[config.mk]
export PLATFORM = sky130hd
export DESIGN_NAME = rst_sweep_cnt
export DESIGN_NICKNAME = d
export VERILOG_FILES = /design/src/hdl/l1dc_pkg.sv /design/src/hdl/rst_sweep_cnt.sv
export VERILOG_INCLUDE_DIRS = /design/src /design/src/hdl
export SDC_FILE = /design/constraint.sdc
export NUM_CORES = 1
export LEC_CHECK = 0
export ABC_AREA = 1
export BUFFER_PORTS_ARGS = -buffer_cell sky130_fd_sc_hd__buf_2
export CAP_MARGIN = 25
export CORE_AREA = 2 2 39 41
export DETAILED_ROUTE_END_ITERATION = 12
export DIE_AREA = 0 0 41 43
export GPL_ROUTABILITY_DRIVEN = 0
export GPL_TIMING_DRIVEN = 0
export PLACE_DENSITY = 0.3
export SKIP_LAST_GASP = 1
export SLEW_MARGIN = 5
export SYNTH_ARGS = -nofsm -noshare
export SYNTH_HDL_FRONTEND = slang
export SYNTH_SLANG_ARGS = --single-unit
[constraint.sdc]
create_clock -name clk_i -period 1.5 [get_ports clk_i]
set_clock_uncertainty 0.15 [all_clocks]
set_input_delay 0.225 -clock clk_i [delete_from_list [all_inputs] [get_ports clk_i]]
set_output_delay 0.225 -clock clk_i [all_outputs]
set_load 0.01 [all_outputs]
[src/hdl/l1dc_defs.svh]
`ifndef L1DC_DEFS_SVH
`define L1DC_DEFS_SVH

// Physical address width
`define L1DC_ADDR_W 16

// Set index width, 16 sets
`define L1DC_IDX_W 4

// Doubleword offset inside a line, 4 doublewords per line
`define L1DC_WOFF_W 2

// Byte offset inside a doubleword
`define L1DC_BOFF_W 3

// Data geometry
`define L1DC_DATA_W 64
`define L1DC_LINE_W 256

// Tag is whatever the index and both offsets leave over
`define L1DC_TAG_W (`L1DC_ADDR_W - `L1DC_IDX_W - `L1DC_WOFF_W - `L1DC_BOFF_W)

// Derived array sizes
`define L1DC_SETS (1 << `L1DC_IDX_W)
`define L1DC_LINE_BYTES (`L1DC_LINE_W / 8)

`endif

[src/hdl/l1dc_pkg.sv]
`include "l1dc_defs.svh"

package l1dc_pkg;

  // Plain data carriers
  typedef logic [`L1DC_DATA_W-1:0]     dword_t;
  typedef logic [`L1DC_LINE_W-1:0]     dcache_line_t;
  typedef logic [`L1DC_IDX_W-1:0]      dcache_idx_t;
  typedef logic [`L1DC_TAG_W-1:0]      dcache_tag_t;
  typedef logic [`L1DC_LINE_BYTES-1:0] line_be_t;

  // Byte address split as the cache sees it
  typedef struct packed {
    dcache_tag_t              tag;
    dcache_idx_t              idx;
    logic [`L1DC_WOFF_W-1:0]  word_off;
    logic [`L1DC_BOFF_W-1:0]  byte_off;
  } paddr_t;

  // Line address exchanged with L2
  typedef struct packed {
    dcache_tag_t tag;
    dcache_idx_t idx;
  } line_addr_t;

  typedef enum logic [1:0] {B, HW, W, DW} store_width_e;

  // What d0 does with the arrays this cycle
  typedef enum logic [2:0] {
    Idle,
    d0_ReadLsq,
    d0_ReadD1,
    d0_WriteStoreD1,
    d0_WriteLineL2,
    d0_ResetLines
  } d0_req_type_e;

  typedef enum logic [2:0] {
    ResetSweep,
    Ready,
    Lookup,
    StoreWrite,
    MissReq,
    MissWait,
    Refill,
    Replay
  } d0_ctrl_state_e;

  typedef struct packed {
    paddr_t       paddr;
    logic         is_store;
    store_width_e store_width;
    dword_t       data;
  } lsq_l1dc_req_t;

  typedef struct packed {
    paddr_t paddr;
    dword_t data;
  } l1dc_lsq_ans_t;

  // Tag array word
  typedef struct packed {
    dcache_tag_t tag;
    logic        valid;
    logic        dirty;
  } tvd_mem_line_t;

  // Contents of the d1 pipeline register
  typedef struct packed {
    d0_req_type_e req_type;
    paddr_t       paddr;
    dword_t       data;
    store_width_e store_width;
    logic         is_store;
  } d1_req_info_t;

  // Miss request, optional victim plus fill address
  typedef struct packed {
    logic         wb;
    line_addr_t   wb_addr;
    dcache_line_t wb_line;
    line_addr_t   fill_addr;
  } l1dc_l2c_req_t;

  typedef struct packed {
    line_addr_t   line_addr;
    dcache_line_t line;
  } l2c_l1dc_ans_t;

  typedef struct packed {
    logic hit;
    logic miss;
    logic victim_dirty;
  } d1_status_t;

endpackage

[src/hdl/rst_sweep_cnt.sv]
`timescale 1ns/1ns

module rst_sweep_cnt import l1dc_pkg::*; (
  input  logic        clk_i,
  input  logic        arst_n_i,
  // Step to the next set
  input  logic        adv_i,
  // Set being invalidated this cycle
  output dcache_idx_t rst_idx_o,
  // High while the last set is addressed, stays high afterwards
  output logic        rst_done_o
);

  dcache_idx_t cnt_q;

  // Counts up from zero after reset
  // Saturates on the last index
  always_ff @(posedge clk_i or negedge arst_n_i) begin
    if (!arst_n_i) begin
      cnt_q <= '0;
    end else if (adv_i && !rst_done_o) begin
      cnt_q <= cnt_q + dcache_idx_t'(1);
    end
  end

  assign rst_idx_o = cnt_q;

  // All ones means last set
  assign rst_done_o = &cnt_q;

endmodule

# Yosys cells after proc, flatten, opt, wreduce, memory -nomap -nowiden
# Index checks and enable logic that the tools add are counted.
# classes
n_reduce_logical	3
add_sub_neg	1
# ops
cell	count
4-bit by 1-bit adder with 4-bit output, second input constant	1
4-bit AND reduction	1
1-bit logical AND	1
1-bit zero test	1
# word_totals
in_bits	3
register_bits	4
wordCells	5
out_inout_bits	5

# Depth between registers and ports, before layout
# Gate-level depths: netlist of run 1.
# logic_depth
depth_word	3
mapped_depth	6
mapped_depth_nobuf	6

# Worst setup path after synthesis of run 1
# No wires, ideal clock.
# synth_timing
path_type	reg-to-reg
from	reg cnt_q[0] (netlist: rst_idx_o[0])
to	reg cnt_q[2] (netlist: rst_idx_o[2])
slack_ns	0.232
required_time_ns	1.232
period_less_slack_ns	1.268
path_stages_with_launch	6
setup_time_ns	0.118
arrival_time_ns	1.000
n_path_buf	0
cell_sequence	dfrtp_1 > ha_1 > nand3_2 > nand2_2 > o21bai_1 > inv_1
# synth_between
elab_chain_cells	3
elab_cells_between_ends	4
classes_between	add/sub: 1; reduce/logical: 3
# synth_rtl
element	line	rtl
from (decl)	rst_sweep_cnt.sv:14	dcache_idx_t cnt_q;
from (signal assigned)	rst_sweep_cnt.sv:22	cnt_q <= cnt_q + dcache_idx_t'(1);
branches (longest 3 deep; another with 4-bit by 1-bit adder with 4-bit output)	--	
# Parallel ways; which one is timed is not known.
# A chain may end at the register's enable or synchronous reset.

# Final worst setup path of run 1
# layout_timing
from	reg cnt_q[1] (netlist: rst_idx_o[1])
to	out rst_done_o
# layout_between
elab_chain_cells	1
# layout_rtl
element	line	rtl
4-bit AND reduction	rst_sweep_cnt.sv:29	assign rst_done_o = &cnt_q;
to (decl)	rst_sweep_cnt.sv:11	output logic rst_done_o
# Every way passes these cells.

==> results.cfg, run 1 <==
[setup_path]
path_cells = ha_2 > nand3_2 > inv_1 > buf_2
slowest_stage = dfrtp_1
required_ps = 1120
critPathMaxStageDelay_ps = 400
critPathArrivalTime_ps = 1100
critical_path_class = reg -> out
crit_fanout = 5
start_kind = flop
setup.worst_path.end_class = primary output

[die]
chipWidth_um = 41
die_y_um = 43
core_area_um2 = 1380
initial_utilization = 0.152
rows = 14
pin_count = 8
dieArea_um2 = 1760

[yosys]
synth_seq_cells = 4
synth_area_um2 = 210
ys_top_cells_by_area = dfrtp_1 (48%), nand2_1 (16%), ha_1 (6.0%), inv_1 (5.4%), nand3_2 (4.8%)
synth.avg_cell_area_um2 = 8.41
syn-num-nets = 29
synth_top_area_frac = 0.476
yosys.area.top_type = dfrtp_1
ys_warn_count = 0
netlist_instances = 25
yosysSeqAreaShare = 0.476
ys_types = 12

[cells_and_area]
finalNetCount = 43
final_layout_size_suffix_gt1_frac = 0.405
syn_to_final_growth_pct = 46.4
finalInstanceArea_um2 = 308
fill_cells = 166
mostFrequentLayoutCell = nand2_1
final_cell_mix = nand2_1 (9), buf_2 (7), dfrtp_1 (4)
final_util = 0.222
largest_reg_flops = 4
antenna_cells = 0
layout.cells.non_filler = 53

[route]
wire_per_inst_um = 7.96
drc_errors = 0
wl_um = 422
antenna_left = 0
viasPerCell = 3.62
via_count = 192
drtPass1Iterations = 5
drt-initial-drc-count = 5

[sta]
finalSetupViolations = 0
drv_slew = 0
fin_crit_ps = 1470
fin_crit_sh = 0.981
worst_pin_slew_ps = 185
rsz0062_at_grt = yes
fmax_ghz = 0.680
timing.final.ws_setup_ps = 29.1
max_slew_margin = 0.877
hold_viol_final = 0

[clock_tree]
cts_tree = done
root_buffer = clkbuf_4
cts_buffers = 3
htreeDepth = 1
clk_path_buf_depth = 2
cts_sinks = 4
clk_pin_slew_ps = 40
clock_insertion_delay_worst_skew_ps = 230

[global_routing]
grt_use_total = 0.0584
antenna_found_initial = 0
grt_max_degree = 7
grt_overflow = 0
grt_pass1_wl_um = 690
grt_pass1_vias = 164

[power_and_ir_drop]
p_total_mw = 0.640
p_per_area_nw_per_um2 = 2080
power_leakage_nw = 0.167
vdd_drop_max_mv = 0.445

[worst_hold_path]
hp-class = in -> async

[placed_design]
port_buffers = 7
preCtsSetupSlack_ps = 205
dpl-instance-area_um2 = 265
dpl.hpwl_um = 324
dpl.cell_count = 48

[job]
maxCapViolCount = 0

[run_status]
status = completed
-- final timing paths --
| kind | startpoint | end | slack (ps) | cells past startpoint |
|---|---|---|---|---|
| setup / recovery | rst_idx_o[1] | rst_done_o | 30 | 4 |
| max in group asynchronous | arst_n_i | rst_idx_o[3] | 890 | 2 |
| hold / removal | arst_n_i | rst_idx_o[2] | 180 | 2 |
| setup reg to reg | rst_idx_o[1] | rst_idx_o[3] | 260 | 6 |
| hold reg to reg | rst_idx_o[1] | rst_idx_o[1] | 420 | 2 |
| min in group clk_i | adv_i | rst_idx_o[0] | 190 | 3 |
-- final cells by class --
class / instances / area [um2] / area share
inverter: 4 / 15.0 / 0.0488
timing repair buffer: 9 / 52.6 / 0.171
sequential: 4 / 100 / 0.325
multi-input combinational: 17 / 97.6 / 0.317
clock buffer: 3 / 22.5 / 0.0732
tap: 16 / 20.0 / 0.0650
-- critical path: cells and delay by family, from the launching register on --
family                     cells  cell delay, ps
buffers and inverters          2             180
and+or+nand+nor                1              70
adders and majority gates      1             220
DFF                            1             400
-- kinds of logic after synthesis --
logic type,after synthesis,synth area share
XOR/XNOR,1,0.0417
buffers and inverters,4,0.0714
AO/OA/AOI/OAI,2,0.0595
flip-flops,4,0.476
AND/OR/NAND/NOR,13,0.292
adder cells (fa/ha/maj),1,0.0595
-- what timing repair did --
item,in CTS,in global routing
buffers inserted,1,0
gates resized for setup,1,0
hold endpoints to repair,4,0
pin swaps,0,1
hold buffers,1,0
setup endpoints to repair,1,1
-- stage by stage --
step | setup TNS (ps) | hold slack [ps]
2_1_floorplan | 0 | -221
3_3_place_gp | 0 | -116
3_5_place_dp | 0 | -111
4_1_cts | 0 | 181
5_1_grt | -35.9 | 187
6_report | 0 | 183
-- synth_stat cells, drive strengths merged --
library cell / instances
nand2: 10
dfrtp: 4
inv: 4
nand3: 2
a21oi: 1
ha: 1
nand4: 1
o21bai: 1
xnor2: 1
-- routing by layer --
metal / GRT usage / share of wire / up-vias
li1: - / - / 103
met1: 0.0714 / 0.42 / 83
met2: 0.0750 / 0.48 / 6
met3: 0.0314 / 0.10 / 0
met4: 0.0400 / 0 / 0
met5: 0 / 0 / -
-- where the power goes --
| part | internal (mW) | leakage, nW | total [mW] | switching [mW] |
|---|---|---|---|---|
| sequential | 0.164 | 0.0478 | 0.230 | 0.0656 |
| combinational | 0.137 | 0.105 | 0.282 | 0.145 |
| clock | 0.0891 | 0.0138 | 0.128 | 0.0389 |
Note: power is estimated with default switching activity, not from simulation.
==> run 2: changes to the inputs <==
--- a/constraint.sdc
+++ b/constraint.sdc
@@ -4,2 +4,2 @@
 set_output_delay 0.225 -clock clk_i [all_outputs]
-set_load 0.01 [all_outputs]
+set_load 0.005 [all_outputs]
==> results.cfg, run 2 (synthesis results as in run 1) <==
[run_status]
status = completed

[cells_and_area]
syn_to_final_growth_pct = 43.5
register_area_um2 = 101
fill_cells = 165
final_util = 0.218
multi_input_area_um2 = 97.6
antenna_cells = 0
final_cell_mix = nand2_1 (9), buf_2 (7), inv_1 (3), clkbuf_4 (3), dfrtp_1 (3)
final_layout_size_suffix_gt1_frac = 0.417
largest_reg_flops = 4
mostFrequentLayoutCell = nand2_1
finalNetCount = 42
layout.cells.non_filler = 52

[setup_path]
reg2reg_depth = 6
critical_path_class = reg -> out
required_ps = 1120
setup.worst_path.end_class = primary output
crit_fanout = 5
timing.rr.start = rst_idx_o[1]
start_kind = flop
setup.worst_path.start = rst_idx_o[1]
reg2reg_slack_ps = 260
critPathArrivalTime_ps = 1080

[route]
wire_per_inst_um = 7.90
antenna_left = 0
viasPerCell = 3.48
drt-initial-drc-count = 6
drtPass1Iterations = 4
drc_errors = 0
via_count = 181
wl_um = 411

[sta]
worst_pin_slew_ps = 185
fin_crit_sh = 0.969
hold_slack_ps = 185
max_slew_margin = 0.877
timing.final.ws_setup_ps = 47.1
finalSetupViolations = 0
drv_slew = 0
rsz0062_at_grt = yes
fin_crit_ps = 1450
fmax_ghz = 0.688
hold_viol_final = 0

[power_and_ir_drop]
p_per_area_nw_per_um2 = 1980
power_leakage_nw = 0.161
vdd_drop_max_mv = 0.435

[die]
dieArea_um2 = 1760
pin_count = 8
rows = 14
die_y_um = 43
chipWidth_um = 41
initial_utilization = 0.152
core_area_um2 = 1380

[global_routing]
antenna_found_initial = 0
grt_pass1_vias = 154
grt_overflow = 0
grt_pass1_wl_um = 641
grt_max_degree = 7
grt_use_total = 0.0554

[clock_tree]
cts_tree = done
cts_sinks = 4
root_buffer = clkbuf_4
clk_pin_slew_ps = 40
clock_insertion_delay_worst_skew_ps = 230
htreeDepth = 1
cts_buffers = 3
clk_path_buf_depth = 2

[placed_design]
port_buffers = 7
dpl.cell_count = 48
preCtsSetupSlack_ps = 205
dpl.hpwl_um = 324

[worst_hold_path]
hp-class = in -> async

[job]
maxCapViolCount = 0
-- run 2: power breakdown --
part | switching (mW) | internal, mW | leakage [nW]
Sequential | 0.0766 | 0.167 | 0.0468
Clock | 0.0390 | 0.0892 | 0.0138
Combinational | 0.106 | 0.118 | 0.100
-- run 2: metrics by stage --
step	cell area [um2]	setup TNS, ps	total power [mW]
final	302	0	0.596
after CTS	300	0	0.608
after global placement	265	0	0.472
after floorplan	210	0	0.374
after global routing	302	-18.1	0.663
after detailed placement	265	0	0.466
-- run 2: worst paths after layout --
kind / end
setup / recovery: rst_done_o
hold / removal: rst_idx_o[2]
setup reg to reg: rst_idx_o[3]
hold reg to reg: rst_idx_o[0]
max in group asynchronous: rst_idx_o[0]
min in group clk_i: rst_idx_o[0]
-- run 2: layer usage --
| layer | track usage | wire [um] | part of all wire | vias to the layer above |
|---|---|---|---|---|
| met5 | 0 | 0 | 0 | - |
| met4 | 0.0400 | 0 | 0 | 0 |
| met3 | 0.0314 | 41 | 0.10 | 0 |
| met2 | 0.0719 | 191 | 0.46 | 4 |
| met1 | 0.0649 | 178 | 0.43 | 76 |
| li1 | - | - | - | 101 |
-- run 2: repair_timing --
| item | in CTS | in global routing |
|---|---|---|
| setup buffers | 0 | 0 |
| hold buffers | 1 | 0 |
| pin swaps | 0 | 1 |
| endpoints found under the hold margin | 4 | 0 |
| gates resized for setup | 1 | 1 |
| endpoints found under the setup margin | 1 | 1 |
-- run 2: layout make-up --
type,instances,share of cell area
repair buffers,8,0.149
multi-input cells,17,0.324
clock buffers,3,0.0747
flip-flops and latches,4,0.336
inverters,4,0.0498
well taps,16,0.0664
-- run 2: critical path: stages (launching register included) --
cell and delay (ps):
dfrtp_1 410, ha_2 220, nand3_2 70, inv_1 40
buf_2 110
==> run 3: changes to the inputs <==
- ABC_AREA: 1 -> default
==> results.cfg, run 3 <==
[yosys]
synth_area_um2 = 210
synth_top_area_frac = 0.476
ys_async_sr_fraction = 1.00
ys_top_cells_by_area = dfrtp_1 (48%), nand2b_1 (12%), nand4_1 (8.9%), o211ai_1 (7.1%), ha_1 (6.0%)
yosysSeqAreaShare = 0.476
synth.avg_cell_area_um2 = 10.5
synth_commonest_cells = dfrtp_1 (4), nand2b_1 (4), nand4_1 (3)
synth_seq_cells = 4
synth_edf_count = 0
syn-num-nets = 24
ys_warn_count = 0
netlist_instances = 20
ys_types = 11
synth-main-ff-cell = dfrtp_1
yosys.area.top_type = dfrtp_1

[cells_and_area]
finalNetCount = 41
final_cell_mix = buf_2 (7), nand2b_1 (4), buf_4 (4), dfrtp_1 (4)
antenna_cells = 0
final_util = 0.250
mostFrequentLayoutCell = buf_2
largest_reg_flops = 4
final_layout_size_suffix_gt1_frac = 0.457
syn_to_final_growth_pct = 64.3
fill_cells = 160
layout.cells.non_filler = 51

[job]
maxCapViolCount = 0

[sta]
worst_pin_slew_ps = 213
fin_crit_ps = 1480
finalSetupViolations = 0
tns_ps = 0
drv_slew = 0
max_slew_margin = 0.858
fmax_ghz = 0.677
hold_viol_final = 0
hold_slack_ps = 139
fin_crit_sh = 0.984

[setup_path]
cp_top_family = flip-flops
path_cells = ha_4 > and3_4 > buf_2
crit_fanout = 4
setup.worst_path.end_class = primary output
timing.rr.start = rst_idx_o[1]
start_kind = flop
critPathArrivalTime_ps = 1100
path_buf_inv = 1
reg2reg_slack_ps = 90
critPathMaxStageDelay_ps = 410
critical_path_class = reg -> out
required_ps = 1120
cp.depth = 3
reg2reg_depth = 4
slowest_stage = dfrtp_1
worstReg2RegEnd = rst_idx_o[3]

[route]
wl_um = 596
antenna_left = 0
via_count = 214
viasPerCell = 4.20
wire_per_inst_um = 11.7
drt-initial-drc-count = 2
drtPass1Iterations = 2
drc_errors = 0

[clock_tree]
clk_pin_slew_ps = 40
htreeDepth = 1
root_buffer = clkbuf_4
cts_buffers = 3
clock_insertion_delay_worst_skew_ps = 230
clk_path_buf_depth = 2
cts_sinks = 4
cts_tree = done

[worst_hold_path]
min_path_cells = 2
hold_path_startpoint = adv_i
hp-class = in -> reg
worst_hold_path.endpoint = rst_idx_o[2]

[die]
core_area_um2 = 1380
dieArea_um2 = 1760
rows = 14
die_y_um = 43
chipWidth_um = 41
pin_count = 8
initial_utilization = 0.152

[placed_design]
dpl.cell_count = 43
dpl.hpwl_um = 379
port_buffers = 7

[global_routing]
grt_pass1_wl_um = 931
antenna_found_initial = 0
grt_max_degree = 8
grt_use_total = 0.0837
grt_pass1_vias = 225
grt_overflow = 0

[power_and_ir_drop]
p_per_area_nw_per_um2 = 2050
power_leakage_nw = 0.151
vdd_drop_max_mv = 0.493

[run_status]
status = completed
-- run 3: changes by cell type in the layout (fill, tap and decap cells not counted), sizes merged, moves of 2 or more --
| cell | delta |
|---|---|
| nand2 | -9 |
| buf | +4 |
| inv | -4 |
| nand2b | +4 |
| nand3 | -2 |
| nand4 | +2 |
| o211ai | +2 |
-- run 3: how the worst max path moves through the flow --
stage | slack [ps] | startpoint | to
3_5_place_dp | 90 | rst_idx_o[0] | rst_idx_o[3]
5_1_grt | -3 | rst_idx_o[1] | rst_done_o
2_1_floorplan | 150 | rst_idx_o[0] | rst_idx_o[3]
4_1_cts | 20 | rst_idx_o[0] | rst_done_o
6_report | 20 | rst_idx_o[1] | rst_done_o
3_3_place_gp | 90 | rst_idx_o[0] | rst_idx_o[3]
-- run 3: power breakdown --
group          internal [mW]  switching [mW]
Combinational          0.196           0.137
Sequential             0.163          0.0786
Clock                 0.0894          0.0425
Total                  0.449           0.259
-- run 3: area by class of cell --
type / count / area [um2] / area share
tap: 16 / 20.0 / 0.0580
clock buffer: 3 / 22.5 / 0.0652
timing repair buffer: 12 / 75.1 / 0.217
multi-input combinational: 16 / 128 / 0.370
sequential: 4 / 100 / 0.290
-- run 3: metal layers --
metal / wire length (um) / GRT usage / share of wire / up-vias
li1: - / - / - / 109
met1: 257 / 0.101 / 0.43 / 98
met2: 298 / 0.106 / 0.50 / 5
met3: 35 / 0.0314 / 0.059 / 2
met4: 5 / 0.0800 / 0.0084 / 0
met5: 0 / 0 / 0 / -
-- run 3: worst reg2reg max path: stages, from the launching register on --
cell and delay (ps):
dfrtp_1 410, ha_4 190, buf_4 130, nand2b_1 130, mux2_1 280
-- run 3: cells by family after synthesis --
logic type	Yosys count	share of synthesized area
AOI/OAI and AO/OA	4	0.125
adders and majority gates	1	0.0595
DFF	4	0.476
muxes	1	0.0536
and+or+nand+nor	10	0.286
-- run 3: repair_timing --
item | in CTS | in global routing
pin swaps | 0 | 1
endpoints found under the hold margin | 4 | 0
setup endpoints to repair | 1 | 1
resized for setup | 3 | 0
cloned | 0 | 0
setup buffers | 2 | 2
hold buffers | 1 | 0
-- run 3: stage by stage --
| step | area, um2 | setup WS (ps) | power, mW |
|---|---|---|---|
| 2_1_floorplan | 210 | 152 | 0.360 |
| 3_3_place_gp | 265 | 90.9 | 0.466 |
| 3_5_place_dp | 265 | 93.6 | 0.463 |
| 4_1_cts | 330 | 16.1 | 0.689 |
| 5_1_grt | 345 | -3.01 | 0.772 |
| 6_report | 345 | 23.3 | 0.707 |
