## config.mk

```make
export PLATFORM = sky130hd
export DESIGN_NAME = d1_hit_block
export DESIGN_NICKNAME = d
export VERILOG_FILES = /design/src/hdl/l1dc_pkg.sv /design/src/hdl/d1_hit_block.sv
export VERILOG_INCLUDE_DIRS = /design/src /design/src/hdl
export SDC_FILE = /design/constraint.sdc
export NUM_CORES = 1
export LEC_CHECK = 0
export BUFFER_PORTS_ARGS = -buffer_cell sky130_fd_sc_hd__buf_2
export CAP_MARGIN = 10
export CORE_AREA = 5 5 309 311
export CTS_CLUSTER_DIAMETER = 60
export CTS_CLUSTER_SIZE = 14
export DETAILED_ROUTE_END_ITERATION = 8
export DIE_AREA = 0 0 314 316
export GPL_TIMING_DRIVEN = 0
export PLACE_DENSITY = 0.44
export SYNTH_ARGS = -nofsm -noshare
export SYNTH_HDL_FRONTEND = slang
export SYNTH_SLANG_ARGS = --single-unit
```

## constraint.sdc

```tcl
create_clock -name clk_i -period 33.4 [get_ports clk_i]
set_input_delay 8.35 -clock clk_i [delete_from_list [all_inputs] [get_ports clk_i]]
set_output_delay 8.35 -clock clk_i [all_outputs]
set_load 0.005 [all_outputs]
```

## src/hdl/l1dc_defs.svh

```systemverilog
`ifndef L1DC_DEFS_SVH
`define L1DC_DEFS_SVH

// Physical address width
`define L1DC_ADDR_W 16

// Set index width, 16 sets
`define L1DC_IDX_W 4

// Doubleword offset inside a line, 4 doublewords per line
`define L1DC_WOFF_W 2

// Byte offset inside a doubleword
`define L1DC_BOFF_W 3

// Data geometry
`define L1DC_DATA_W 64
`define L1DC_LINE_W 256

// Tag is whatever the index and both offsets leave over
`define L1DC_TAG_W (`L1DC_ADDR_W - `L1DC_IDX_W - `L1DC_WOFF_W - `L1DC_BOFF_W)

// Derived array sizes
`define L1DC_SETS (1 << `L1DC_IDX_W)
`define L1DC_LINE_BYTES (`L1DC_LINE_W / 8)

`endif

```

## src/hdl/l1dc_pkg.sv

```systemverilog
`include "l1dc_defs.svh"

package l1dc_pkg;

  // Plain data carriers
  typedef logic [`L1DC_DATA_W-1:0]     dword_t;
  typedef logic [`L1DC_LINE_W-1:0]     dcache_line_t;
  typedef logic [`L1DC_IDX_W-1:0]      dcache_idx_t;
  typedef logic [`L1DC_TAG_W-1:0]      dcache_tag_t;
  typedef logic [`L1DC_LINE_BYTES-1:0] line_be_t;

  // Byte address split as the cache sees it
  typedef struct packed {
    dcache_tag_t              tag;
    dcache_idx_t              idx;
    logic [`L1DC_WOFF_W-1:0]  word_off;
    logic [`L1DC_BOFF_W-1:0]  byte_off;
  } paddr_t;

  // Line address exchanged with L2
  typedef struct packed {
    dcache_tag_t tag;
    dcache_idx_t idx;
  } line_addr_t;

  typedef enum logic [1:0] {B, HW, W, DW} store_width_e;

  // What d0 does with the arrays this cycle
  typedef enum logic [2:0] {
    Idle,
    d0_ReadLsq,
    d0_ReadD1,
    d0_WriteStoreD1,
    d0_WriteLineL2,
    d0_ResetLines
  } d0_req_type_e;

  typedef enum logic [2:0] {
    ResetSweep,
    Ready,
    Lookup,
    StoreWrite,
    MissReq,
    MissWait,
    Refill,
    Replay
  } d0_ctrl_state_e;

  typedef struct packed {
    paddr_t       paddr;
    logic         is_store;
    store_width_e store_width;
    dword_t       data;
  } lsq_l1dc_req_t;

  typedef struct packed {
    paddr_t paddr;
    dword_t data;
  } l1dc_lsq_ans_t;

  // Tag array word
  typedef struct packed {
    dcache_tag_t tag;
    logic        valid;
    logic        dirty;
  } tvd_mem_line_t;

  // Contents of the d1 pipeline register
  typedef struct packed {
    d0_req_type_e req_type;
    paddr_t       paddr;
    dword_t       data;
    store_width_e store_width;
    logic         is_store;
  } d1_req_info_t;

  // Miss request, optional victim plus fill address
  typedef struct packed {
    logic         wb;
    line_addr_t   wb_addr;
    dcache_line_t wb_line;
    line_addr_t   fill_addr;
  } l1dc_l2c_req_t;

  typedef struct packed {
    line_addr_t   line_addr;
    dcache_line_t line;
  } l2c_l1dc_ans_t;

  typedef struct packed {
    logic hit;
    logic miss;
    logic victim_dirty;
  } d1_status_t;

endpackage

```

## src/hdl/d1_hit_block.sv

```systemverilog
`timescale 1ns/1ns

`include "l1dc_defs.svh"

module d1_hit_block import l1dc_pkg::*; (
  input  logic              clk_i,
  input  logic              arst_n_i,
  // From d0
  input  var d1_req_info_t  reg_out_d_i,
  // From the arrays, same cycle as the d1 register
  input  dcache_line_t      rdata_i,
  input  var tvd_mem_line_t rtvd_i,
  // Held request, back to d0 and the controller
  output d1_req_info_t      d1_req_o,
  output d1_status_t        d1_status_o,
  // LSQ answer payload
  output l1dc_lsq_ans_t     lsq_ans_o,
  // Miss request to L2
  output l1dc_l2c_req_t     l2_req_o
);

  localparam int DW_IN_LINE = `L1DC_LINE_W / `L1DC_DATA_W;

  d0_req_type_e                type_q;
  d1_req_info_t                info_q;
  l1dc_l2c_req_t               l2_req_q;
  dword_t [DW_IN_LINE-1:0]     line_dw;
  logic                        lookup;
  logic                        tag_match;

  // Request type is the control part
  always_ff @(posedge clk_i or negedge arst_n_i) begin
    if (!arst_n_i) begin
      type_q <= Idle;
    end else begin
      type_q <= reg_out_d_i.req_type;
    end
  end

  always_ff @(posedge clk_i) begin
    info_q <= reg_out_d_i;
  end

  always_comb begin
    d1_req_o          = info_q;
    d1_req_o.req_type = type_q;
  end

  // Compare only for reads issued to the arrays
  assign lookup    = (type_q == d0_ReadLsq) || (type_q == d0_ReadD1);
  assign tag_match = rtvd_i.valid && (rtvd_i.tag == info_q.paddr.tag);

  assign d1_status_o.hit          = lookup && tag_match;
  assign d1_status_o.miss         = lookup && !tag_match;
  assign d1_status_o.victim_dirty = lookup && !tag_match && rtvd_i.valid && rtvd_i.dirty;

  // Loads return the addressed doubleword, stores echo their data
  assign line_dw        = rdata_i;
  assign lsq_ans_o.paddr = info_q.paddr;
  assign lsq_ans_o.data  = info_q.is_store ? info_q.data : line_dw[info_q.paddr.word_off];

  // Taken on the miss, the set may be reread afterwards
  always_ff @(posedge clk_i) begin
    if (d1_status_o.miss) begin
      l2_req_q.wb            <= d1_status_o.victim_dirty;
      l2_req_q.wb_addr.tag   <= rtvd_i.tag;
      l2_req_q.wb_addr.idx   <= info_q.paddr.idx;
      l2_req_q.wb_line       <= rdata_i;
      l2_req_q.fill_addr.tag <= info_q.paddr.tag;
      l2_req_q.fill_addr.idx <= info_q.paddr.idx;
    end
  end

  assign l2_req_o = l2_req_q;

  // Tag compare of a lookup is never unknown
  // Exactly one of hit and miss follows
  a_hit_xor_miss: assert property (@(posedge clk_i) disable iff (!arst_n_i)
    lookup |-> !$isunknown(d1_status_o) && (d1_status_o.hit ^ d1_status_o.miss));

endmodule

```

Yosys cells after proc, flatten, opt, wreduce, memory -nomap -nowiden
Cells that the tools add are included.
{ "op_classes": {"eq_ne": 3, "reduce_logical": 7, "muxes": 3, "order_cmp": 1} }
{ "op_table": {"columns": ["op", "count"], "rows": [
  ["$bmux W64 S2", 1],
  ["$mux W64", 2],
  ["$eq A7 B7 Y1", 1],
  ["$logic_and A1 B1 Y1", 5],
  ["$eq A3 B1 Y1 const B", 1],
  ["$eq A3 B2 Y1 const B", 1],
  ["$lt A2 B3 Y1 const B", 1],
  ["$logic_not A1 Y1", 1],
  ["$logic_or A1 B1 Y1", 1]
]} }
{ "word_totals": {"word_cells": 27, "input_bits": 353, "reg_bits": 361, "out_inout_bits": 448} }

Logic depth before layout (Yosys ltp)
Gate-level depths: netlist of the first run.
{ "logic_depth": {"ltp_word": 6, "ltp_mapped": 4, "depth_no_buf": 4} }

Least setup slack after synthesis of the first run
Ideal clock, no wire load.
{ "synth_path": {"kind": "in2out", "start": "in rtvd_i[6] (netlist bit)", "end": "out d1_status_o[1] (netlist bit)", "stages": 4, "path_buffers": 0, "t_arrival_ps": 20108, "setup_slack_ps": 4942, "required_time_ps": 25050, "cell_sequence": "nand2b_1 o2111ai_1 nor4b_1 nor2_1"} }
{ "synth_lines": {"columns": ["element", "line", "rtl"], "rows": [
  ["from (decl)", "d1_hit_block.sv:12", "input var tvd_mem_line_t rtvd_i,"],
  ["to (decl)", "d1_hit_block.sv:15", "output d1_status_t d1_status_o,"]
]} }

==> impl_metrics.yaml, run 1 <==
outcome:
  outcome: "complete, no violations"
sta:
  clock.fmax_ghz: 0.0522
  fin_crit_sh_pct: 57.3
  hold_slack_ns: 0.468
  setup_viol: 0
  rsz0062_at_grt: "false"
  skew_ns: 0.0209
  worstMarginPinSlew_ns: 1.01
  relSlewSlack_pct: 32.7
  period_needed_ns: 19.15
  finalMaxSlewViolations: 0
  final_hold_viol_count: 0
synthesis:
  async_flop_share_pct: 0.831
  ys.flop_type: "edfxtp_1"
  synth_edf_count: 275
  syn_inst: 550
  synth-seq-cells: 361
  syn_nets: 903
  synth_cell_types: 24
  netlist_area_sq_mm: 0.0126
  synth.avg_cell_area_sq_um: 23.0
  yosys_warnings: 0
  ys_seq_area_share_pct: 79.1
layout:
  utilization_pct: 21.4
  drive_gt1_share_pct: 72.2
  ff_latch_area_sq_mm: 0.00999
  area_delta_synth_final_pct: 56.3
  fillers: 9908
  fin_nets: 1757
  final_cell_area_sq_mm: 0.0198
  multi_input_area_sq_mm: 0.00230
pwr:
  pwr-share-seq_pct: 47.0
  leakage_uw: 0.00814
  powerDensity_mw_per_mm2: 56.3
  p_clk_share_pct: 41.8
  switchingPower_uw: 278
  ir_drop_uv: 35.5
  p_comb_share_pct: 11.2
  intPower_uw: 834
  switching_share_pct: 25.0
floorplan:
  pin_count: 801
  dieArea_sq_mm: 0.0992
  dieWidth_microns: 314
  start_util_pct: 13.7
  fp-row-count: 112
  die_h_microns: 316
  fp.coreArea_sq_mm: 0.0925
setup_path:
  cpMaxStageDelayCell: "nor4b_1"
  cp-start-kind: "input port"
  path_class: "input port to output pin"
  crit_path_end_kind: "output pin"
  crit_buf_inv: 7
  crit_top_cell: "buf_12"
  cp_data_required_time_ns: 25.05
  path_cells: "buf_2, inv_1, a222oi_1, nor4b_1, nor2_4, buf_12, buf_12, buf_16, buf_12, buf_2"
  arrival_ns: 10.80
  crit_path_max_incr_delay_ns: 0.74
  cp_top_family: "buffers and inverters"
  path_max_fanout: 34
clock_tree:
  cts_buffers: 43
  cts.sinks: 361
  clk_latency_ns: 0.58
  cts_buffer_depth: 3
  clk_pin_slew_ns: 0.06
  root_buffer: "clkbuf_16"
  postCtsResizedCells: 0
  cts_tree: "done"
  post_cts_buffers: 0
  hold_buffers: 0
  htreeDepth: 2
flow_run:
  cap_viol_max_count: 0
routing:
  wl_per_cell_microns: 21.2
  vias_per_cell: 3.44
  drt_first_pass_iters: 5
  routed_wl_mm: 56.0
  drc: 0
  routed-via-count: 9070
  drtAntennaViolNets: 0
  drt_iter0_drc: 576
placed_design:
  hpwl_mm: 46.0
  gp_congestion: 0.890
  placed_area_sq_mm: 0.0183
  portBuffers: 800
global_route:
  grt_pass1_wl_mm: 75.4
  grt_max_degree: 35
  gr-total-overflow: 0
  antenna_found_initial: 10
  grt_pass1_vias: 9934
  grtUsageTotal_pct: 10.5
hold_path:
  hold_class: "flip-flop to flip-flop"
[metal layers]
metal | wire length (microns) | up-vias | global-route usage (%)
li1 | - | 3943 | -
met1 | 19500 | 4493 | 11.1
met2 | 28400 | 546 | 18.5
met3 | 6290 | 86 | 4.96
met4 | 1830 | 2 | 3.74
met5 | 15 | - | 0
[stage by stage]
step / worst slack [ns] / total power [uW] / cells / TNS, ns
5_1_grt: 14.09 / 1160 / 2635 / 0
3_5_place_dp: 14.24 / 660 / 2556 / 0
3_3_place_gp: -2.28 / 670 / 2547 / -2.28
2_1_floorplan: 4.94 / 583 / 550 / 0
4_1_cts: 14.23 / 1140 / 2634 / 0
6_report: 14.25 / 1110 / 2637 / 0
[final timing paths]
path                                  endpoint  cells after the start  slack (ns)         start
worst max-delay path            d1_status_o[1]                     10       14.25     rtvd_i[5]
min in group asynchronous            type_q[2]                      1        7.56      arst_n_i
max in group asynchronous            type_q[1]                      1       25.71      arst_n_i
worst min register to register   l2_req_o[270]                      0        0.47  d1_req_o[75]
worst min-delay path             l2_req_o[270]                      0        0.47  d1_req_o[75]
worst max register to register   l2_req_o[166]                      9       30.31  d1_req_o[77]
[area by class of cell]
type / count / share of cell area (%)
clock buffers: 56 / 6.01
multi-input cells: 145 / 11.6
clock inverters: 22 / 1.12
well taps: 1197 / 7.58
diodes: 3 / 0.0380
repair buffers: 809 / 21.2
plain buffers: 41 / 1.74
flip-flops and latches: 361 / 50.6
inverters: 3 / 0.0570
[placed cells by master (no fill, tap or decap), types with 5 or more instances in the layout]
cell type	n
clkbuf_1	15
clkbuf_16	45
mux2_2	64
buf_12	14
clkinv_8	5
mux4_2	60
buf_2	806
edfxtp_1	275
buf_4	20
dfxtp_1	83
inv_6	6
[cell families after synthesis]
family                    count (synthesis)  synth area share (%)
and+or+nand+nor                          10                 0.426
DFF                                     361                  79.1
xor gates and xnor gates                  5                 0.346
buffers and inverters                    44                  2.80
muxes                                   128                  17.2
AOI/OAI and AO/OA                         2                 0.148
[synth_stat cells, types with 3 or more instances]
library cell	instances	area [sq um]
mux4_1	4	105
xnor2_1	4	35.0
inv_1	3	11.3
buf_2	6	30.0
dfrtp_1	3	75.1
mux2_2	64	721
clkbuf_1	6	22.5
buf_12	6	120
edfxtp_1	275	8260
nand2_1	3	11.3
dfxtp_1	83	1660
buf_4	20	150
mux4_2	60	1350
nand2b_1	3	18.8
[power groups by stage]
stage / registers (uW) / clock network, uW / logic, uW
floorplan: 543 / 0 / 39.6
global placement: 546 / 0 / 123
finish: 522 / 465 / 124
CTS: 522 / 486 / 129
detailed placement: 532 / 0 / 128
global route: 524 / 502 / 135
[registers in the layout, indices dropped and copies added (netlist names)]
register  count
d1_req_o     83
l2_req_o    275
type_q        3
Power figures use the tool's default switching activity.
==> inputs of run 2 (changes only) <==
--- a/config.mk
+++ b/config.mk
@@ -14,7 +14,7 @@
 export DETAILED_ROUTE_END_ITERATION = 8
 export DIE_AREA = 0 0 314 316
 export GPL_TIMING_DRIVEN = 0
-export PLACE_DENSITY = 0.44
+export PLACE_DENSITY = 0.45
 export SYNTH_ARGS = -nofsm -noshare
 export SYNTH_HDL_FRONTEND = slang
 export SYNTH_SLANG_ARGS = --single-unit
==> constraint.sdc (replaced) <==
create_clock -name clk_i -period 16.35 [get_ports clk_i]
set_input_delay 4.0875 -clock clk_i [delete_from_list [all_inputs] [get_ports clk_i]]
set_output_delay 4.0875 -clock clk_i [all_outputs]
set_load 0.005 [all_outputs]
==> impl_metrics.yaml, run 2 (synthesis results as in run 1) <==
placed_design:
  hpwl_mm: 43.4
  pre_cts_ws_ns: 6.04
  dp_cells: 2556
  portBuffers: 800
  gp_congestion: 0.904
setup_path:
  path_max_fanout: 33
  path_cells: "buf_2, inv_1, a222oi_1, nor4b_1, nor2_4, buf_12, buf_12, buf_2"
  cp-start-kind: "input port"
  cpMaxStageDelayCell: "nor4b_1"
  crit_path_max_incr_delay_ns: 0.73
  crit_path_end_kind: "output pin"
  cp_data_required_time_ns: 12.26
  path_class: "input port to output pin"
  arrival_ns: 6.21
layout:
  fillers: 9879
  fin_nets: 1754
  stdcell_count: 2632
  largest_register_ffs: 275
  area_delta_synth_final_pct: 56.0
  drive_gt1_share_pct: 72.4
  layout_common_cells: "806 x buf_2, 275 x edfxtp_1, 83 x dfxtp_1"
  final_common_cell: "buf_2"
global_route:
  antenna_found_initial: 11
  grt_pass1_vias: 9663
  grt_max_degree: 35
  gr-total-overflow: 0
  grtUsageTotal_pct: 10.0
  grt_pass1_wl_mm: 71.4
clock_tree:
  clk_latency_ns: 0.58
  hold_buffers: 0
  post_cts_buffers: 0
  cts_buffers: 40
  cts_buffer_depth: 3
  cts.sinks: 361
  htreeDepth: 2
  root_buffer: "clkbuf_16"
  clk_pin_slew_ns: 0.06
  postCtsResizedCells: 0
  cts_tree: "done"
routing:
  drt_iter0_drc: 614
  drtAntennaViolNets: 0
  drc: 0
  wl_per_cell_microns: 20.3
  routed-via-count: 8961
  drt_first_pass_iters: 5
  routed_wl_mm: 53.5
  met3_length_mm: 6.24
  vias_per_cell: 3.40
  highest_layer: "met5"
  wl_met1_mm: 18.3
  dr_wl_met2_mm: 27.6
pwr:
  power_uw: 2270
  powerDensity_mw_per_mm2: 115
  switchingPower_uw: 541
  intPower_uw: 1730
  p_comb_share_pct: 11.0
  switching_share_pct: 23.8
  p_clk_share_pct: 42.1
  pwr-share-seq_pct: 46.9
  ir_drop_uv: 64.4
  leakage_uw: 0.00814
outcome:
  outcome: "complete, no violations"
floorplan:
  pin_count: 801
  start_util_pct: 13.7
  dieWidth_microns: 314
  fp.coreArea_sq_mm: 0.0925
  die_h_microns: 316
  fp-row-count: 112
  dieArea_sq_mm: 0.0992
sta:
  clock.fmax_ghz: 0.0971
  rsz0062_at_grt: "false"
  tns_ns: 0
  relSlewSlack_pct: 42.7
  period_needed_ns: 10.30
  worstMarginPinSlew_ns: 0.847
  skew_ns: 0.0203
  finalMaxSlewViolations: 0
  fin_crit_sh_pct: 63.0
  post-route-worst-setup-slack_ns: 6.05
  setup_viol: 0
  final_hold_viol_count: 0
hold_path:
  hold_class: "flip-flop to flip-flop"
flow_run:
  cap_viol_max_count: 0
run 2: worst paths after layout:
path	start	slack, ns	end	cells after the start
max in group asynchronous	arst_n_i	12.89	type_q[2]	1
min	d1_req_o[73]	0.47	l2_req_o[268]	0
max reg2reg	d1_req_o[77]	13.32	l2_req_o[210]	8
min in group asynchronous	arst_n_i	3.33	type_q[1]	1
max	rtvd_i[5]	6.05	d1_status_o[1]	8
min reg2reg	d1_req_o[73]	0.47	l2_req_o[268]	0
run 2: power groups by stage:
stage | Sequential, uW | Clock (uW) | Combinational, uW
after floorplan | 1100 | 0 | 81.1
after global placement | 1100 | 0 | 249
after detailed placement | 1090 | 0 | 258
after CTS | 1070 | 993 | 259
after global routing | 1070 | 1030 | 272
final | 1070 | 956 | 251
run 2: cell type report:
| cell class | instances | area [sq um] | share of cell area, % |
|---|---|---|---|
| Clock buffer | 51 | 1120 | 5.70 |
| Multi-Input combinational cell | 145 | 2300 | 11.7 |
| Clock inverter | 19 | 251 | 1.28 |
| Timing Repair Buffer | 809 | 4180 | 21.2 |
| Buffer | 41 | 344 | 1.74 |
| Antenna cell | 6 | 15.0 | 0.0761 |
| Tap cell | 1197 | 1500 | 7.59 |
| Inverter | 3 | 11.3 | 0.0571 |
| Sequential cell | 361 | 9990 | 50.7 |
run 2: worst max-delay path, delay by kind of cell:
family / cells / cell delay [ns]
AND/OR/NAND/NOR: 2 / 1.00
buffers and inverters: 5 / 0.79
AO/OA/AOI/OAI: 1 / 0.30
run 2: metal layers:
metal / up-vias / track usage, %
li1: 3927 / -
met1: 4439 / 10.4
met2: 522 / 17.9
met3: 69 / 4.82
met4: 4 / 3.26
met5: - / 0
run 2: through the flow:
step,area (sq um),hold slack (ns),utilization [%]
final,19700,0.475,21.3
after global routing,19700,0.499,21.3
after CTS,19700,0.480,21.3
after detailed placement,18300,0.461,19.8
after global placement,18100,0.436,19.6
after floorplan,12600,0.455,-
==> inputs of run 3 (changes only) <==
==> constraint.sdc (replaced) <==
create_clock -name clk_i -period 9.45 [get_ports clk_i]
set_input_delay 2.3625 -clock clk_i [delete_from_list [all_inputs] [get_ports clk_i]]
set_output_delay 2.3625 -clock clk_i [all_outputs]
set_load 0.005 [all_outputs]
==> impl_metrics.yaml, run 3 (synthesis results as in run 1) <==
clock_tree:
  post_cts_buffers: 0
  cts_buffers: 39
  clk_pin_slew_ns: 0.06
  root_buffer: "clkbuf_16"
  cts.sinks: 361
  htreeDepth: 2
  postCtsResizedCells: 0
  cts_buffer_depth: 3
  clk_latency_ns: 0.56
  cts_tree: "done"
  hold_buffers: 0
sta:
  period_needed_ns: 7.10
  fin_crit_sh_pct: 75.1
  relSlewSlack_pct: 29.4
  skew_ns: 0.0132
  worstMarginPinSlew_ns: 1.06
  setup_viol: 0
  final_hold_viol_count: 0
  rsz0062_at_grt: "false"
  tns_ns: 0
  clock.fmax_ghz: 0.141
  finalMaxSlewViolations: 0
global_route:
  grt_pass1_wl_mm: 68.6
  gr-total-overflow: 0
  grtUsageTotal_pct: 9.42
  antenna_found_initial: 7
  grt_max_degree: 35
  grt_pass1_vias: 9757
hold_path:
  holdCritStartpoint: "d1_req_o[72]"
  hold_class: "flip-flop to flip-flop"
  min_to: "l2_req_o[267]"
  hold_depth: 0
routing:
  routed_wl_mm: 50.6
  drt_iter0_drc: 508
  vias_per_cell: 3.37
  drc: 0
  drt_first_pass_iters: 6
  routed-via-count: 8848
  drtAntennaViolNets: 0
  wl_per_cell_microns: 19.3
floorplan:
  pin_count: 801
  fp.coreArea_sq_mm: 0.0925
  start_util_pct: 13.7
  dieWidth_microns: 314
  fp-row-count: 112
  dieArea_sq_mm: 0.0992
  die_h_microns: 316
pwr:
  p_clk_share_pct: 41.4
  switchingPower_uw: 902
  power_uw: 3880
  powerDensity_mw_per_mm2: 197
  intPower_uw: 2980
  p_comb_share_pct: 11.1
  leakage_uw: 0.00813
  pwr-share-seq_pct: 47.5
  ir_drop_uv: 139
  switching_share_pct: 23.2
setup_path:
  path_max_fanout: 31
  startpoint: "rtvd_i[3]"
  crit_path_end_kind: "output pin"
  rr_worst_depth: 10
  rr_startpoint: "d1_req_o[77]"
  arrival_ns: 4.74
  cp_data_required_time_ns: 7.09
  cp-start-kind: "input port"
  r2r_slack_ns: 6.13
  regToRegEndpoint: "l2_req_o[230]"
  path_class: "input port to output pin"
layout:
  layout_common_cells: "806 x buf_2, 275 x edfxtp_1, 83 x dfxtp_1"
  final_common_cell: "buf_2"
  largest_register_ffs: 275
  drive_gt1_share_pct: 72.0
  fin_nets: 1754
  area_delta_synth_final_pct: 55.9
placed_design:
  portBuffers: 800
  gp_congestion: 0.890
  hpwl_mm: 41.8
flow_run:
  cap_viol_max_count: 0
outcome:
  outcome: "complete, no violations"
-- run 3: worst max-delay path, cell delays in order --
cell,delay [ns]
buf_2,0.11
a222oi_1,0.30
nor4b_1,0.68
nor2_4,0.26
buf_12,0.26
buf_12,0.18
buf_12,0.17
buf_12,0.19
buf_2,0.15
-- run 3: stage by stage --
stage | setup WS [ns] | util (%) | hold slack (ns) | cell area, sq um | cells
after global routing | 2.14 | 21.3 | 0.493 | 19700 | 2628
after floorplan | 0.434 | - | 0.455 | 12600 | 550
after global placement | -2.38 | 19.6 | 0.439 | 18200 | 2547
final | 2.35 | 21.3 | 0.473 | 19700 | 2629
after detailed placement | 2.30 | 19.8 | 0.444 | 18300 | 2557
after CTS | 2.31 | 21.3 | 0.471 | 19700 | 2627
-- run 3: routing by layer --
layer	vias up	wire length, microns	global-route usage [%]	share of wire, %
li1	3918	-	-	-
met1	4360	17300	9.93	34
met2	490	27000	17.3	53
met3	78	4760	3.55	9.4
met4	2	1530	3.28	3.0
met5	-	20	0	0.040
-- run 3: layout make-up --
type | instances | area (sq um)
clock buffers | 52 | 1110
fillers | 9904 | 72800
well taps | 1197 | 1500
flip-flops and latches | 361 | 9990
multi-input cells | 145 | 2300
clock inverters | 18 | 246
inverters | 3 | 11.3
diodes | 2 | 5.00
repair buffers | 810 | 4200
plain buffers | 41 | 343
-- run 3: how the worst max path moves through the flow --
stage / end / slack [ns] / cells past startpoint
finish: d1_status_o[1] / 2.35 / 9
global route: d1_status_o[1] / 2.14 / 10
CTS: d1_status_o[1] / 2.31 / 9
detailed placement: d1_status_o[1] / 2.30 / 9
global placement: d1_status_o[1] / -2.38 / 6
floorplan: d1_status_o[1] / 0.43 / 4
-- run 3: power groups by stage --
stage | Clock [uW] | Combinational, uW | Sequential, uW
after detailed placement | 0 | 441 | 1880
after CTS | 1680 | 443 | 1840
final | 1610 | 430 | 1840
after global placement | 0 | 425 | 1890
after floorplan | 0 | 141 | 1900
after global routing | 1740 | 464 | 1850
